### config.mk
export PLATFORM = sky130hd
export DESIGN_NAME = uart_cmd_top
export DESIGN_NICKNAME = d
export VERILOG_FILES = /design/src/uart_frame_pkg.sv /design/src/uart_cmd_pkg.sv /design/src/uart_tx.sv /design/src/uart_rx.sv /design/src/cmd_sequencer.sv /design/src/wb_cmd_regs.sv /design/src/uart_cmd_top.sv
export SDC_FILE = /design/constraint.sdc
export NUM_CORES = 1
export LEC_CHECK = 0
export ABC_AREA = 0
export CORE_ASPECT_RATIO = 1.5
export CORE_UTILIZATION = 57
export DETAILED_ROUTE_END_ITERATION = 6
export DONT_BUFFER_PORTS = 1
export GPL_ROUTABILITY_DRIVEN = 0
export HOLD_SLACK_MARGIN = 0.15
export PLACE_DENSITY = 0.86
export SLEW_MARGIN = 20
export SYNTH_ARGS = -nofsm -noshare
export SYNTH_HDL_FRONTEND = slang
export SYNTH_SLANG_ARGS = --single-unit
export TNS_END_PERCENT = 20
### constraint.sdc
create_clock -name clk -period 2.1 [get_ports clk]
set_input_delay 0.21 -clock clk [delete_from_list [all_inputs] [get_ports clk]]
set_output_delay 0.21 -clock clk [all_outputs]
set_load 0.02 [all_outputs]
### src/uart_frame_pkg.sv
`default_nettype none

package uart_frame_pkg;

  // one frame on the wire: start, data lsb first, odd parity, stop
  localparam int data_bits  = 8;
  localparam int frame_bits = 11;

  // wide enough to index every bit of a frame
  localparam int bit_cnt_w = 4;

  // bit times a read waits for its answer
  localparam int resp_timeout_bits = 64;

  typedef logic [data_bits-1:0] byte_t;

endpackage

`default_nettype wire

### src/uart_cmd_pkg.sv
`default_nettype none

package uart_cmd_pkg;

  // wishbone geometry
  localparam int wb_addr_w = 2;
  localparam int wb_data_w = 16;

  // command word, bit 15 set for a write
  typedef logic [15:0] cmd_t;
  localparam int cmd_write_bit = 15;

  // word addresses
  localparam logic [wb_addr_w-1:0] addr_cmd    = 2'd0;
  localparam logic [wb_addr_w-1:0] addr_status = 2'd1;
  localparam logic [wb_addr_w-1:0] addr_rdata  = 2'd2;

  // status register bits
  localparam int st_busy        = 0;
  localparam int st_rdata_valid = 1;
  localparam int st_parity_err  = 2;
  localparam int st_frame_err   = 3;
  localparam int st_timeout     = 4;

endpackage

`default_nettype wire

### src/uart_tx.sv
`default_nettype none

module uart_tx #(
  parameter int clks_per_bit = 16
) (
  input  logic                  clk,
  input  logic                  rst_n,
  input  logic                  tx_start,
  input  uart_frame_pkg::byte_t tx_byte,
  output logic                  tx,
  output logic                  tx_busy
);

  localparam int baud_w   = (clks_per_bit > 1) ? $clog2(clks_per_bit) : 1;
  // start bit is driven directly, the rest waits in the shift register
  localparam int sr_w     = uart_frame_pkg::frame_bits - 1;
  localparam int last_bit = uart_frame_pkg::frame_bits - 1;

  logic [sr_w-1:0]                      frame_sr;
  logic [baud_w-1:0]                    baud_cnt;
  logic [uart_frame_pkg::bit_cnt_w-1:0] bit_cnt;
  logic                                 parity;
  logic                                 bit_end;

  // odd parity over data plus parity bit
  assign parity  = ~^tx_byte;
  assign bit_end = (baud_cnt == baud_w'(clks_per_bit - 1));

  // stop and parity above the data, ones shifted in behind
  always_ff @(posedge clk) begin
    if (tx_start && !tx_busy) begin
      frame_sr <= {1'b1, parity, tx_byte};
    end else if (tx_busy && bit_end) begin
      frame_sr <= {1'b1, frame_sr[sr_w-1:1]};
    end
  end

  always_ff @(posedge clk or negedge rst_n) begin
    if (!rst_n) begin
      tx       <= 1'b1;
      tx_busy  <= 1'b0;
      baud_cnt <= '0;
      bit_cnt  <= '0;
    end else if (!tx_busy) begin
      if (tx_start) begin
        // start bit goes out right away
        tx       <= 1'b0;
        tx_busy  <= 1'b1;
        baud_cnt <= '0;
        bit_cnt  <= '0;
      end
    end else if (bit_end) begin
      baud_cnt <= '0;
      if (bit_cnt == uart_frame_pkg::bit_cnt_w'(last_bit)) begin
        // end of stop bit, back to idle
        tx      <= 1'b1;
        tx_busy <= 1'b0;
      end else begin
        tx      <= frame_sr[0];
        bit_cnt <= bit_cnt + 1'b1;
      end
    end else begin
      baud_cnt <= baud_cnt + 1'b1;
    end
  end

endmodule

`default_nettype wire

### src/uart_rx.sv
`default_nettype none

module uart_rx #(
  parameter int clks_per_bit = 16
) (
  input  logic                  clk,
  input  logic                  rst_n,
  input  logic                  rx,
  output uart_frame_pkg::byte_t rx_byte,
  output logic                  rx_valid,
  output logic                  rx_parity_err,
  output logic                  rx_frame_err
);

  localparam int baud_w     = (clks_per_bit > 1) ? $clog2(clks_per_bit) : 1;
  localparam int data_bits  = uart_frame_pkg::data_bits;
  localparam int parity_bit = data_bits + 1;
  localparam int last_bit   = uart_frame_pkg::frame_bits - 1;
  // first sample lands half a bit after the detected edge
  localparam int half_load  = clks_per_bit - clks_per_bit / 2;

  logic [2:0]                           rx_sync;
  logic                                 rx_s;
  logic                                 rx_fall;
  logic                                 active;
  logic                                 sample;
  logic [baud_w-1:0]                    baud_cnt;
  logic [uart_frame_pkg::bit_cnt_w-1:0] bit_idx;
  uart_frame_pkg::byte_t                data_sr;
  logic                                 parity_q;
  logic                                 in_data;

  // line idles high
  always_ff @(posedge clk or negedge rst_n) begin
    if (!rst_n) begin
      rx_sync <= '1;
    end else begin
      rx_sync <= {rx_sync[1:0], rx};
    end
  end

  assign rx_s    = rx_sync[1];
  assign rx_fall = rx_sync[2] & ~rx_sync[1];
  assign sample  = active && (baud_cnt == baud_w'(clks_per_bit - 1));
  assign in_data = (bit_idx >= uart_frame_pkg::bit_cnt_w'(1)) &&
                   (bit_idx <= uart_frame_pkg::bit_cnt_w'(data_bits));
  assign rx_byte = data_sr;

  // data arrives lsb first
  always_ff @(posedge clk) begin
    if (sample) begin
      if (in_data) begin
        data_sr <= {rx_s, data_sr[data_bits-1:1]};
      end
      if (bit_idx == uart_frame_pkg::bit_cnt_w'(parity_bit)) begin
        parity_q <= rx_s;
      end
    end
  end

  always_ff @(posedge clk or negedge rst_n) begin
    if (!rst_n) begin
      active        <= 1'b0;
      baud_cnt      <= '0;
      bit_idx       <= '0;
      rx_valid      <= 1'b0;
      rx_parity_err <= 1'b0;
      rx_frame_err  <= 1'b0;
    end else begin
      rx_valid      <= 1'b0;
      rx_parity_err <= 1'b0;
      rx_frame_err  <= 1'b0;
      if (!active) begin
        if (rx_fall) begin
          active   <= 1'b1;
          baud_cnt <= baud_w'(half_load);
          bit_idx  <= '0;
        end
      end else if (sample) begin
        baud_cnt <= '0;
        bit_idx  <= bit_idx + 1'b1;
        if (bit_idx == '0 && rx_s) begin
          // start bit gone by mid-bit, treat as a glitch
          active <= 1'b0;
        end else if (bit_idx == uart_frame_pkg::bit_cnt_w'(last_bit)) begin
          active <= 1'b0;
          if (rx_s) begin
            rx_valid      <= 1'b1;
            rx_parity_err <= ~^{parity_q, data_sr};
          end else begin
            rx_frame_err <= 1'b1;
          end
        end
      end else begin
        baud_cnt <= baud_cnt + 1'b1;
      end
    end
  end

endmodule

`default_nettype wire

### src/cmd_sequencer.sv
`default_nettype none

module cmd_sequencer #(
  parameter int clks_per_bit = 16
) (
  input  logic                  clk,
  input  logic                  rst_n,
  input  logic                  cmd_start,
  input  uart_cmd_pkg::cmd_t    cmd_word,
  output logic                  busy,
  output logic                  done,
  output uart_frame_pkg::byte_t resp_byte,
  output logic                  resp_valid,
  output logic                  parity_err,
  output logic                  frame_err,
  output logic                  timeout,
  output logic                  tx_start,
  output uart_frame_pkg::byte_t tx_byte,
  input  logic                  tx_busy,
  input  uart_frame_pkg::byte_t rx_byte,
  input  logic                  rx_valid,
  input  logic                  rx_parity_err,
  input  logic                  rx_frame_err
);

  localparam int baud_w = (clks_per_bit > 1) ? $clog2(clks_per_bit) : 1;
  localparam int tmo_w  = $clog2(uart_frame_pkg::resp_timeout_bits);

  typedef enum logic [2:0] {
    st_idle,
    st_send_hi,
    st_send_lo,
    st_wait_resp,
    st_finish
  } state_t;

  state_t             state;
  uart_cmd_pkg::cmd_t cmd_q;
  logic               tx_busy_q;
  logic               frame_done;
  logic               is_write;
  logic               bit_tick;
  logic               tmo_hit;
  logic [baud_w-1:0]  baud_cnt;
  logic [tmo_w-1:0]   tmo_cnt;

  assign is_write   = cmd_q[uart_cmd_pkg::cmd_write_bit];
  assign frame_done = tx_busy_q & ~tx_busy;
  assign bit_tick   = (baud_cnt == baud_w'(clks_per_bit - 1));
  assign tmo_hit    = bit_tick &&
                      (tmo_cnt == tmo_w'(uart_frame_pkg::resp_timeout_bits - 1));

  assign busy = (state != st_idle);
  assign done = (state == st_finish);

  // high byte leaves with cmd_start, low byte right behind the first frame
  always_comb begin
    tx_start = 1'b0;
    tx_byte  = cmd_q[7:0];
    if (state == st_idle) begin
      tx_start = cmd_start;
      tx_byte  = cmd_word[15:8];
    end else if (state == st_send_hi) begin
      tx_start = frame_done & is_write;
    end
  end

  always_ff @(posedge clk) begin
    if (state == st_idle && cmd_start) begin
      cmd_q <= cmd_word;
    end
    if (state == st_wait_resp && rx_valid) begin
      resp_byte <= rx_byte;
    end
  end

  always_ff @(posedge clk or negedge rst_n) begin
    if (!rst_n) begin
      state      <= st_idle;
      tx_busy_q  <= 1'b0;
      baud_cnt   <= '0;
      tmo_cnt    <= '0;
      resp_valid <= 1'b0;
      parity_err <= 1'b0;
      frame_err  <= 1'b0;
      timeout    <= 1'b0;
    end else begin
      tx_busy_q  <= tx_busy;
      resp_valid <= 1'b0;
      parity_err <= 1'b0;
      frame_err  <= 1'b0;
      timeout    <= 1'b0;
      case (state)
        st_idle: begin
          if (cmd_start) begin
            state <= st_send_hi;
          end
        end
        st_send_hi: begin
          if (frame_done) begin
            if (is_write) begin
              state <= st_send_lo;
            end else begin
              state    <= st_wait_resp;
              baud_cnt <= '0;
              tmo_cnt  <= '0;
            end
          end
        end
        st_send_lo: begin
          if (frame_done) begin
            state <= st_finish;
          end
        end
        st_wait_resp: begin
          if (rx_valid) begin
            // byte still kept on a parity error, just not flagged valid
            state      <= st_finish;
            resp_valid <= ~rx_parity_err;
            parity_err <= rx_parity_err;
          end else if (rx_frame_err) begin
            state     <= st_finish;
            frame_err <= 1'b1;
          end else if (tmo_hit) begin
            state   <= st_finish;
            timeout <= 1'b1;
          end else if (bit_tick) begin
            baud_cnt <= '0;
            tmo_cnt  <= tmo_cnt + 1'b1;
          end else begin
            baud_cnt <= baud_cnt + 1'b1;
          end
        end
        st_finish: begin
          state <= st_idle;
        end
        default: begin
          state <= st_idle;
        end
      endcase
    end
  end

endmodule

`default_nettype wire

### src/wb_cmd_regs.sv
`default_nettype none

module wb_cmd_regs (
  input  logic                                 clk,
  input  logic                                 rst_n,
  input  logic                                 wb_cyc,
  input  logic                                 wb_stb,
  input  logic                                 wb_we,
  input  logic [uart_cmd_pkg::wb_addr_w-1:0]   wb_adr,
  input  logic [uart_cmd_pkg::wb_data_w-1:0]   wb_dat_w,
  output logic [uart_cmd_pkg::wb_data_w-1:0]   wb_dat_r,
  output logic                                 wb_ack,
  output logic                                 cmd_start,
  output uart_cmd_pkg::cmd_t                   cmd_word,
  input  logic                                 busy,
  input  logic                                 done,
  input  uart_frame_pkg::byte_t                resp_byte,
  input  logic                                 resp_valid,
  input  logic                                 parity_err,
  input  logic                                 frame_err,
  input  logic                                 timeout
);

  localparam int dw = uart_cmd_pkg::wb_data_w;

  logic                  access;
  logic                  cmd_accept;
  logic                  rd_rdata;
  logic                  rdata_valid;
  logic                  parity_sticky;
  logic                  frame_sticky;
  logic                  timeout_sticky;
  uart_frame_pkg::byte_t rdata_q;
  logic [dw-1:0]         status_word;
  logic [dw-1:0]         read_mux;

  // a new request is taken only outside the ack cycle
  assign access     = wb_cyc & wb_stb & ~wb_ack;
  assign cmd_accept = access & wb_we & (wb_adr == uart_cmd_pkg::addr_cmd) & ~busy;
  assign rd_rdata   = access & ~wb_we & (wb_adr == uart_cmd_pkg::addr_rdata);

  always_comb begin
    status_word = '0;
    status_word[uart_cmd_pkg::st_busy]        = busy;
    status_word[uart_cmd_pkg::st_rdata_valid] = rdata_valid;
    status_word[uart_cmd_pkg::st_parity_err]  = parity_sticky;
    status_word[uart_cmd_pkg::st_frame_err]   = frame_sticky;
    status_word[uart_cmd_pkg::st_timeout]     = timeout_sticky;
  end

  // command register reads back as zero
  always_comb begin
    case (wb_adr)
      uart_cmd_pkg::addr_status: read_mux = status_word;
      uart_cmd_pkg::addr_rdata:  read_mux = dw'(rdata_q);
      default:                   read_mux = '0;
    endcase
  end

  always_ff @(posedge clk) begin
    if (access && !wb_we) begin
      wb_dat_r <= read_mux;
    end
    if (cmd_accept) begin
      cmd_word <= wb_dat_w;
    end
    if (done && (resp_valid || parity_err)) begin
      rdata_q <= resp_byte;
    end
  end

  always_ff @(posedge clk or negedge rst_n) begin
    if (!rst_n) begin
      wb_ack         <= 1'b0;
      cmd_start      <= 1'b0;
      rdata_valid    <= 1'b0;
      parity_sticky  <= 1'b0;
      frame_sticky   <= 1'b0;
      timeout_sticky <= 1'b0;
    end else begin
      wb_ack    <= access;
      cmd_start <= cmd_accept;
      if (cmd_accept) begin
        // fresh command starts with a clean status
        rdata_valid    <= 1'b0;
        parity_sticky  <= 1'b0;
        frame_sticky   <= 1'b0;
        timeout_sticky <= 1'b0;
      end else begin
        if (rd_rdata) begin
          rdata_valid <= 1'b0;
        end
        // events arrive together with done, new data wins over a read clear
        if (done) begin
          if (resp_valid) begin
            rdata_valid <= 1'b1;
          end
          parity_sticky  <= parity_sticky | parity_err;
          frame_sticky   <= frame_sticky | frame_err;
          timeout_sticky <= timeout_sticky | timeout;
        end
      end
    end
  end

endmodule

`default_nettype wire

### src/uart_cmd_top.sv
`default_nettype none

module uart_cmd_top #(
  parameter int clks_per_bit = 16
) (
  input  logic                               clk,
  input  logic                               rst_n,
  input  logic                               wb_cyc,
  input  logic                               wb_stb,
  input  logic                               wb_we,
  input  logic [uart_cmd_pkg::wb_addr_w-1:0] wb_adr,
  input  logic [uart_cmd_pkg::wb_data_w-1:0] wb_dat_w,
  output logic [uart_cmd_pkg::wb_data_w-1:0] wb_dat_r,
  output logic                               wb_ack,
  output logic                               tx,
  input  logic                               rx
);

  // register block to sequencer
  logic                  cmd_start;
  uart_cmd_pkg::cmd_t    cmd_word;
  logic                  busy;
  logic                  done;
  uart_frame_pkg::byte_t resp_byte;
  logic                  resp_valid;
  logic                  parity_err;
  logic                  frame_err;
  logic                  timeout;

  // serial side
  logic                  tx_start;
  uart_frame_pkg::byte_t tx_byte;
  logic                  tx_busy;
  uart_frame_pkg::byte_t rx_byte;
  logic                  rx_valid;
  logic                  rx_parity_err;
  logic                  rx_frame_err;

  wb_cmd_regs u_regs (
    .clk        (clk),
    .rst_n      (rst_n),
    .wb_cyc     (wb_cyc),
    .wb_stb     (wb_stb),
    .wb_we      (wb_we),
    .wb_adr     (wb_adr),
    .wb_dat_w   (wb_dat_w),
    .wb_dat_r   (wb_dat_r),
    .wb_ack     (wb_ack),
    .cmd_start  (cmd_start),
    .cmd_word   (cmd_word),
    .busy       (busy),
    .done       (done),
    .resp_byte  (resp_byte),
    .resp_valid (resp_valid),
    .parity_err (parity_err),
    .frame_err  (frame_err),
    .timeout    (timeout)
  );

  cmd_sequencer #(
    .clks_per_bit (clks_per_bit)
  ) u_seq (
    .clk           (clk),
    .rst_n         (rst_n),
    .cmd_start     (cmd_start),
    .cmd_word      (cmd_word),
    .busy          (busy),
    .done          (done),
    .resp_byte     (resp_byte),
    .resp_valid    (resp_valid),
    .parity_err    (parity_err),
    .frame_err     (frame_err),
    .timeout       (timeout),
    .tx_start      (tx_start),
    .tx_byte       (tx_byte),
    .tx_busy       (tx_busy),
    .rx_byte       (rx_byte),
    .rx_valid      (rx_valid),
    .rx_parity_err (rx_parity_err),
    .rx_frame_err  (rx_frame_err)
  );

  uart_tx #(
    .clks_per_bit (clks_per_bit)
  ) u_tx (
    .clk      (clk),
    .rst_n    (rst_n),
    .tx_start (tx_start),
    .tx_byte  (tx_byte),
    .tx       (tx),
    .tx_busy  (tx_busy)
  );

  uart_rx #(
    .clks_per_bit (clks_per_bit)
  ) u_rx (
    .clk           (clk),
    .rst_n         (rst_n),
    .rx            (rx),
    .rx_byte       (rx_byte),
    .rx_valid      (rx_valid),
    .rx_parity_err (rx_parity_err),
    .rx_frame_err  (rx_frame_err)
  );

endmodule

`default_nettype wire

==> reports/results.ini, run 1 <==
[synth]
synthesis.area_um2 = 5067
synth_top_cell_area_share = 0.3970
synth_cell_type_count = 54
synth_ff_type = edfxtp_1
syn_inst = 399
yosys-top-cells-area = edfxtp_1 40%, dfrtp_1 22%, xnor2_1 4.1%
synth-seq-area-share = 0.6400
synth.most_common_cell = edfxtp_1
syn_area_per_cell_um2 = 12.70
ys_ff_latch = 116
netlist.top_cell.by_area = edfxtp_1
async_flop_share = 0.4224
netlist_top_cells_count = 67 x edfxtp_1, 45 x dfrtp_1, 41 x nand2_1
synth_edf_count = 67
synth_warnings = 0

[global_route]
grt_overflow = 0
grt_pass1_vias = 3331
grt_first_pass_wirelength_um = 16380
grt_max_degree = 50
grt_antenna_before_repair = 0
grtUsageTotal = 0.2430

[clock_tree]
numClockSinks = 116
clkTransAtPathRegs_ns = 0.05
clk-insertion-delay-late_ns = 0.41
root_buffer = clkbuf_16
cts_tree = built
cts_inserted_buffers = 17
cts_resized = 0
htree_levels = 4
clock_path_buffers = 2

[floorplanning]
io_pins = 42
die_h_um = 117.5
fp-row-count = 41
initial_core_util = 0.5951
die-area_um2 = 9279
die-width_um = 78.99
coreArea_um2 = 8516

[routing]
wl_per_cell_um = 18.62
drc = 0
ant_nets = 0
first_pass_iters = 4
num_vias = 3232
wl_um = 10350
routed_via_density = 5.813
drtIter0Drc = 219

[place]
hpwl_um = 6432
port_buffers = 0
preCtsSetupSlack_ns = 0.1276

[final_layout]
area_growth_pct = 17.48
drive_gt1_frac = 0.1203
final_net_count = 474
antenna_cells = 0

[timing]
rsz0062_at_grt = no
hold_viol_final = 0
relSlewSlack = 0.6385
setup_tns_ns = 0
min_period_ns = 1.995
maxSlewViolCount = 0
period_share = 0.9500
setup_viol = 0
fmax_mhz = 501.2
clock_skew_ns = 0.01232
post-route-worst-setup-slack_ns = 0.1049
tightest_slew_ns = 0.5393

[setup_path]
end_kind = flop
required_ns = 2.32
crit_path_start_kind = flop
path_class = flop to flop
cp_cell_sequence = nand3_1 > a211o_1 > buf_4 > nor2_8 > nor2_1 > a31oi_1
path_max_fanout = 19
cp_slowest_cell = dfrtp_1
cpPeakStageDelay_ns = 0.62
arrival_ns = 2.21
ff2ff_path_depth = 6

[power_and_ir_drop]
p_leak_uw = 0.002374
finalPower_uw = 6829
power_density_nw_per_um2 = 1147
max-vdd-ir-drop_uv = 795.5

[min_path]
min_path_type = input port to flop
hold_depth = 3

[run_status]
outcome = completed

[run]
cap_viol_max_count = 0

placed cells by master, fill, tap and decap left out, types with 2 or more instances in the layout:
master          n
o21a_1          2
clkinv_2        4
nand4_2         2
dlygate4sd3_1  21
nand2_1        41
nor3_2          2
o21ai_1         6
xnor2_1        24
o21ai_0        12
edfxtp_1       67
a21oi_1        11
a31oi_1        12
nand4_1         4
nand3_1        10
xor2_1          8
nor2b_1         9
dfrtp_1        45
dfstp_2         4
nor3_1          3
clkinv_4        2
inv_1          11
a22oi_1         6
nand2b_1        6
ha_1           14
buf_4           7
nand3b_1        4
clkbuf_16      18
conb_1          8
nor2_1         33
nor3b_1         5
clkbuf_1        4
and2_1          8
clkbuf_8        2
and3_1          5
a32o_1          2
per-layer routing:
metal  global-route usage  routed length (um)
met1               0.2402                3677
met2               0.4224                5725
met3              0.08450                 460
met4               0.1500                 488
met5                    0                   0
logic make-up (layout without fill, tap and decap cells):
| logic type | count (synthesis) | in the layout | synth area share |
|---|---|---|---|
| other cells | 1 | 8 | 0.0007400 |
| buf+inv | 30 | 73 | 0.03481 |
| xor+xnor | 32 | 32 | 0.05531 |
| simple gates | 143 | 143 | 0.1509 |
| flops | 116 | 116 | 0.6400 |
| mux | 2 | 2 | 0.004197 |
| fa+ha+maj | 14 | 14 | 0.03457 |
| compound gates | 61 | 61 | 0.07951 |
where the power goes:
group          switching, uW  leakage, uW  internal (uW)
Clock                    973     0.000269           1630
Combinational            678     0.000882            511
Sequential               339      0.00122           2700
registers in the layout (all words and copies together), names as in the netlist, 6 cells and up:
name             flops
u_seq.tmo_cnt        6
u_rx.rx_byte         8
u_regs.rdata_q       8
u_seq.cmd_q          9
u_seq.resp_byte      8
u_regs.wb_dat_r      8
u_tx.frame_sr        9
u_regs.cmd_word     16
through the flow:
stage          hold WS, ns  std cells  utilization  cell area (um^2)
2_1_floorplan     -0.08559        406            -              5100
3_3_place_gp      -0.08375        502       0.6073              5171
3_5_place_dp      -0.08431        502       0.6073              5171
4_1_cts             0.1653        556       0.6991              5953
5_1_grt             0.1601        556       0.6991              5953
6_report            0.1661        556       0.6991              5953
critical path: cells and delay by family (launching register included):
family / cells / cell delay, ns
AO/OA/AOI/OAI: 2 / 0.56
buffers and inverters: 1 / 0.18
flip-flops: 1 / 0.62
AND/OR/NAND/NOR: 3 / 0.43
final cells by class:
cell class              count  area, um^2
multi-input cells         260        1680
fillers                   517        2562
repair buffers             30       310.3
well taps                 107       133.9
clock inverters             8       51.30
clock buffers              24       493.0
flip-flops and latches    116        3243
inverters                  11       41.29
path summary, 6_finish.rpt:
| path | from | end | slack [ns] |
|---|---|---|---|
| worst max-delay path | u_seq.state[0] | u_tx.frame_sr[7] | 0.10 |
| worst min-delay path | wb_we | u_regs.cmd_start | 0.17 |
| worst max register to register | u_seq.state[0] | u_tx.frame_sr[7] | 0.10 |
| worst min register to register | u_rx.rx_sync[0] | u_rx.rx_sync[1] | 0.36 |
| max in group asynchronous | rst_n | u_tx.tx | 1.50 |
| min in group asynchronous | rst_n | u_rx.bit_idx[0] | 0.30 |
timing repair:
action / 4_1_cts / 5_1_grt
hold endpoints to repair: 68 / 0
setup buffers: 0 / 0
hold buffers: 22 / 0
Note: power is estimated with default switching activity, not from simulation.
==> run 2, diff against run 1 <==
- BUFFER_PORTS_ARGS: not set -> -buffer_cell sky130_fd_sc_hd__buf_2
- CORE_UTILIZATION: 57 -> 53
- DONT_BUFFER_PORTS: 1 -> not set
==> reports/results.ini, run 2 (synthesis results as in run 1) <==
[final_layout]
instances_no_fill = 590  ; +6.1%
area_growth_pct = 20.47
reg.largest.list = u_regs.cmd_word: 16 flops, u_seq.cmd_q: 9 flops, u_tx.frame_sr: 9 flops
drive_gt1_frac = 0.1862  ; +0.06593
largest_reg_flops = 16  ; unchanged
final_net_count = 503  ; +6.1%
layout_commonest_cell = edfxtp_1
layout_common_cells = 67 x edfxtp_1, 45 x dfrtp_1, 41 x nand2_1
regMostFlops = u_regs.cmd_word
n_fill_cell = 614  ; +19%
antenna_cells = 0  ; unchanged

[global_route]
grtUsageTotal = 0.2276  ; -0.01541
grt_first_pass_wirelength_um = 16030  ; -2.1%
grt_max_degree = 27  ; -46%
grt_overflow = 0  ; unchanged
grt_pass1_vias = 3382  ; +1.5%
grt_antenna_before_repair = 0  ; unchanged

[timing]
fmax_mhz = 523.9  ; +4.5%
setup_tns_ns = 0  ; unchanged
maxSlewViolCount = 0  ; unchanged
rsz0062_at_grt = no
min_period_ns = 1.909  ; -0.08629 ns
hold_slack_ns = 0.2133  ; +0.04720 ns
clock_skew_ns = 0.01107  ; -0.001249 ns
post-route-worst-setup-slack_ns = 0.1912  ; +0.08629 ns
relSlewSlack = 0.5864  ; -0.05206
period_share = 0.9089  ; -0.04109
tightest_slew_ns = 0.6204  ; +0.08102 ns
setup_viol = 0  ; unchanged
hold_viol_final = 0  ; unchanged

[clock_tree]
clk-insertion-delay-late_ns = 0.42  ; about the same
numClockSinks = 116  ; unchanged
cts_tree = built
cts_resized = 0  ; unchanged
htree_levels = 4  ; unchanged
cts_inserted_buffers = 17  ; unchanged
root_buffer = clkbuf_16
clkTransAtPathRegs_ns = 0.06  ; about the same
clock_path_buffers = 2  ; unchanged

[routing]
drtIter0Drc = 284  ; +30%
routed_via_density = 5.641  ; -3.0%
drc = 0  ; unchanged
ant_nets = 0  ; unchanged
wl_um = 10450  ; +0.99%
num_vias = 3328  ; +3.0%
wl_per_cell_um = 17.72  ; -4.8%
first_pass_iters = 4  ; unchanged

[floorplanning]
io_pins = 42  ; unchanged
coreArea_um2 = 9254  ; +8.7%
die-width_um = 81.84  ; +3.6%
die-area_um2 = 9964  ; +7.4%
die_h_um = 121.8  ; +3.6%
initial_core_util = 0.5476  ; -0.04747
fp-row-count = 43  ; +4.9%

[power_and_ir_drop]
max-vdd-ir-drop_uv = 761.5  ; -4.3%
finalPower_uw = 6984  ; +2.3%
power_density_nw_per_um2 = 1144  ; -0.27%
p_leak_uw = 0.002499  ; +5.3%

[min_path]
min_path_type = input port to flop

[setup_path]
crit_path_start_kind = flop
cpPeakStageDelay_ns = 0.51  ; -0.11 ns
required_ns = 2.39  ; +0.07 ns
cp_slowest_cell = dfrtp_1
arrival_ns = 2.20  ; about the same
cp_cell_sequence = nand3b_2 > nor3_2 > nand2_1 > o21ai_1 > mux2_1
end_kind = flop
path_class = flop to flop
path_max_fanout = 12  ; -7

[run_status]
outcome = completed

[place]
preCtsSetupSlack_ns = 0.2354  ; +0.1078 ns
port_buffers = 33  ; +33
placedCellCount = 540  ; +7.6%
hpwl_um = 6586  ; +2.4%

[run]
cap_viol_max_count = 0  ; unchanged

run 2: cell count changes in the layout (fill, tap and decap cells not counted), sizes merged:
cell and delta:
buf +32, clkbuf -3, dlygate4sd3 -3, inv +3, clkinv -2, bufinv +1
clkinvlp +1
run 2: timing repair:
item	in CTS	in global routing
setup buffers	0	0
hold buffers	18	0
hold endpoints to repair	39	0
run 2: critical path: cells and delay by family (launching register included):
family	cells	cell delay (ns)
DFF	1	0.51
and+or+nand+nor	3	0.77
muxes	1	0.34
AOI/OAI and AO/OA	1	0.16
run 2: report_power, final:
| part | switching, uW | internal (uW) |
|---|---|---|
| clock network | 1020 | 1720 |
| registers | 319 | 2690 |
| logic | 705 | 525 |
| total | 2040 | 4940 |
run 2: final timing paths:
kind / start / end / slack [ns] / cells after the start
min: wb_cyc / u_regs.wb_ack / 0.21 / 3
max in group asynchronous: rst_n / u_tx.tx / 1.13 / 3
min reg2reg: u_rx.rx_sync[0] / u_rx.rx_sync[1] / 0.35 / 0
min in group asynchronous: rst_n / u_rx.bit_idx[1] / 0.34 / 2
max: u_seq.state[2] / u_seq.state[0] / 0.19 / 5
max reg2reg: u_seq.state[2] / u_seq.state[0] / 0.19 / 5
run 2: through the flow:
| step | utilization | instance area [um^2] |
|---|---|---|
| final | 0.6597 | 6105 |
| after global routing | 0.6597 | 6105 |
| after CTS | 0.6597 | 6105 |
| after detailed placement | 0.5787 | 5355 |
| after global placement | 0.5787 | 5355 |
| after floorplan | - | 5100 |
run 2: metal layers:
layer / vias to the layer above / global-route usage / part of all wire
li1: 1538 / - / -
met1: 1657 / 0.2246 / 0.37
met2: 106 / 0.4070 / 0.56
met3: 27 / 0.07266 / 0.044
met4: 0 / 0.1250 / 0.032
met5: - / 0 / 0
run 2: area by class of cell:
type                    instances  area (um^2)  area share
repair buffers                 59        430.4     0.07051
clock buffers                  21        470.5     0.07707
flip-flops and latches        116         3243      0.5313
inverters                      11        41.29    0.006764
multi-input cells             260         1680      0.2753
well taps                     112        140.1     0.02296
clock inverters                11        98.84     0.01619
==> run 3, diff against run 2 <==
- CORE_MARGIN: not set -> 3
==> reports/results.ini, run 3 (synthesis results as in run 1) <==
[run_status]
outcome = completed

[final_layout]
largest_reg_flops = 16  ; unchanged
regMostFlops = u_regs.cmd_word
antenna_cells = 0  ; unchanged
final_net_count = 503  ; unchanged
reg.largest.list = u_regs.cmd_word: 16 flops, u_seq.cmd_q: 9 flops, u_tx.frame_sr: 9 flops
area_growth_pct = 20.62
layout_common_cells = 67 x edfxtp_1, 45 x dfrtp_1, 41 x nand2_1
instances_no_fill = 590  ; unchanged
drive_gt1_frac = 0.1862  ; unchanged
layout_commonest_cell = edfxtp_1

[setup_path]
cp-startpoint = u_seq.state[0]
crit_path_start_kind = flop
end_kind = flop
path_class = flop to flop
timing.rr.end = u_tx.frame_sr[8]
arrival_ns = 2.00  ; -0.20 ns
path_max_fanout = 14  ; +2
critPathCapture = u_tx.frame_sr[8]
ff2ff_path_depth = 4  ; -1
required_ns = 2.17  ; -0.22 ns
regToRegStartpoint = u_seq.state[0]
r2r_setup_slack_ns = 0.17  ; -0.02 ns

[power_and_ir_drop]
p_leak_uw = 0.002498  ; about the same
max-vdd-ir-drop_uv = 951.1  ; +25%
power_density_nw_per_um2 = 1158  ; +1.2%

[routing]
wl_per_cell_um = 17.26  ; -2.6%
ant_nets = 0  ; unchanged
wl_um = 10180  ; -2.6%
drc = 0  ; unchanged
wl_met3_um = 413  ; -10%
routed_via_density = 5.547  ; -1.7%
first_pass_iters = 5  ; +1
topRoutingLayerUsed = met4
num_vias = 3273  ; -1.7%
drtIter0Drc = 317  ; +12%
wl_met2_um = 5679  ; -2.4%
wl_met1_um = 3824  ; -0.29%

[clock_tree]
clkTransAtPathRegs_ns = 0.06  ; about the same
htree_levels = 4  ; unchanged
clk-insertion-delay-late_ns = 0.42  ; about the same
numClockSinks = 116  ; unchanged
root_buffer = clkbuf_16
cts_inserted_buffers = 17  ; unchanged
cts_tree = built
post_cts_buffers = 0  ; unchanged
clock_path_buffers = 2  ; unchanged

[floorplanning]
initial_core_util = 0.5444  ; -0.003165
coreArea_um2 = 9308  ; +0.58%
fp-row-count = 43  ; unchanged
die-area_um2 = 10790  ; +8.3%
die-width_um = 85.84  ; +4.9%
io_pins = 42  ; unchanged
die_h_um = 125.8  ; +3.3%

[global_route]
grt_antenna_before_repair = 0  ; unchanged
grt_max_degree = 50  ; +85%
grt_pass1_vias = 3444  ; +1.8%
grtUsageTotal = 0.2032  ; -0.02444
grt_overflow = 0  ; unchanged
grt_first_pass_wirelength_um = 16550  ; +3.3%

[place]
port_buffers = 33  ; unchanged
hpwl_um = 6185  ; -6.1%
placedCellCount = 540  ; unchanged
preCtsSetupSlack_ns = 0.2417  ; +0.006240 ns

[timing]
min_period_ns = 1.927  ; +0.01804 ns
post-route-worst-setup-slack_ns = 0.1732  ; -0.01804 ns
setup_viol = 0  ; unchanged
clock_skew_ns = 0.01115  ; +0.00008540 ns
maxSlewViolCount = 0  ; unchanged
tightest_slew_ns = 0.5466  ; -0.07377 ns
fmax_mhz = 519.0  ; -0.94%
relSlewSlack = 0.6336  ; +0.04719
setup_tns_ns = 0  ; unchanged
hold_viol_final = 0  ; unchanged
hold_slack_ns = 0.1665  ; -0.04673 ns
period_share = 0.9175  ; +0.008589
rsz0062_at_grt = no

[run]
cap_viol_max_count = 0  ; unchanged

[min_path]
min_path_type = input port to flop

-- run 3: cell types whose count changed in the layout (fill, tap and decap cells not counted) --
| cell | before | now |
|---|---|---|
| clkinv_2 | 3 | 5 |
| inv_4 | 2 | 0 |
| clkbuf_8 | 3 | 1 |
| clkinvlp_4 | 2 | 3 |
| bufinv_16 | 1 | 2 |
-- run 3: power breakdown --
part	leakage, uW	internal [uW]	switching (uW)	total (uW)
Clock	0.000279	1770	1040	2810
Sequential	0.00122	2690	326	3020
Combinational	0.000996	525	720	1250
-- run 3: stage by stage --
step | cell area [um^2] | utilization | total power, uW
final | 6112 | 0.6567 | 7077
after global placement | 5355 | 0.5753 | 4100
after global routing | 6112 | 0.6567 | 7397
after CTS | 6112 | 0.6567 | 7098
after floorplan | 5100 | - | 3895
after detailed placement | 5355 | 0.5753 | 4205
-- run 3: worst min path at each step --
stage | startpoint | endpoint | slack (ns) | cells past startpoint
2_1_floorplan | rst_n | u_regs.cmd_start | -0.09 | 0
3_3_place_gp | rst_n | u_rx.bit_idx[0] | 0.21 | 2
3_5_place_dp | rst_n | u_rx.bit_idx[0] | 0.21 | 2
4_1_cts | wb_cyc | u_regs.wb_ack | 0.16 | 3
5_1_grt | wb_cyc | u_regs.wb_ack | 0.18 | 3
6_report | wb_cyc | u_regs.wb_ack | 0.17 | 3
-- run 3: layout make-up --
type / instances / area [um^2]
clock buffers: 19 / 442.9
clock inverters: 13 / 133.9
fillers: 587 / 3196
inverters: 11 / 41.29
multi-input cells: 260 / 1680
flip-flops and latches: 116 / 3243
well taps: 112 / 140.1
repair buffers: 59 / 430.4
-- run 3: critical path: stages, from the launching register on --
cell	delay, ns
dfrtp_1	0.63
nand3_1	0.15
a211o_1	0.33
nand2b_1	0.18
nand2_1	0.31
-- run 3: metal layers --
layer | vias to the layer above | GRT usage
li1 | 1540 | -
met1 | 1599 | 0.2142
met2 | 110 | 0.3622
met3 | 24 | 0.06152
met4 | 0 | 0.09786
met5 | - | 0
-- run 3: repair_timing --
| item | in CTS | in global routing |
|---|---|---|
| hold buffers | 18 | 0 |
| gates resized for setup | 0 | 0 |
| endpoints found under the hold margin | 66 | 0 |
| endpoints found under the setup margin | 0 | 0 |
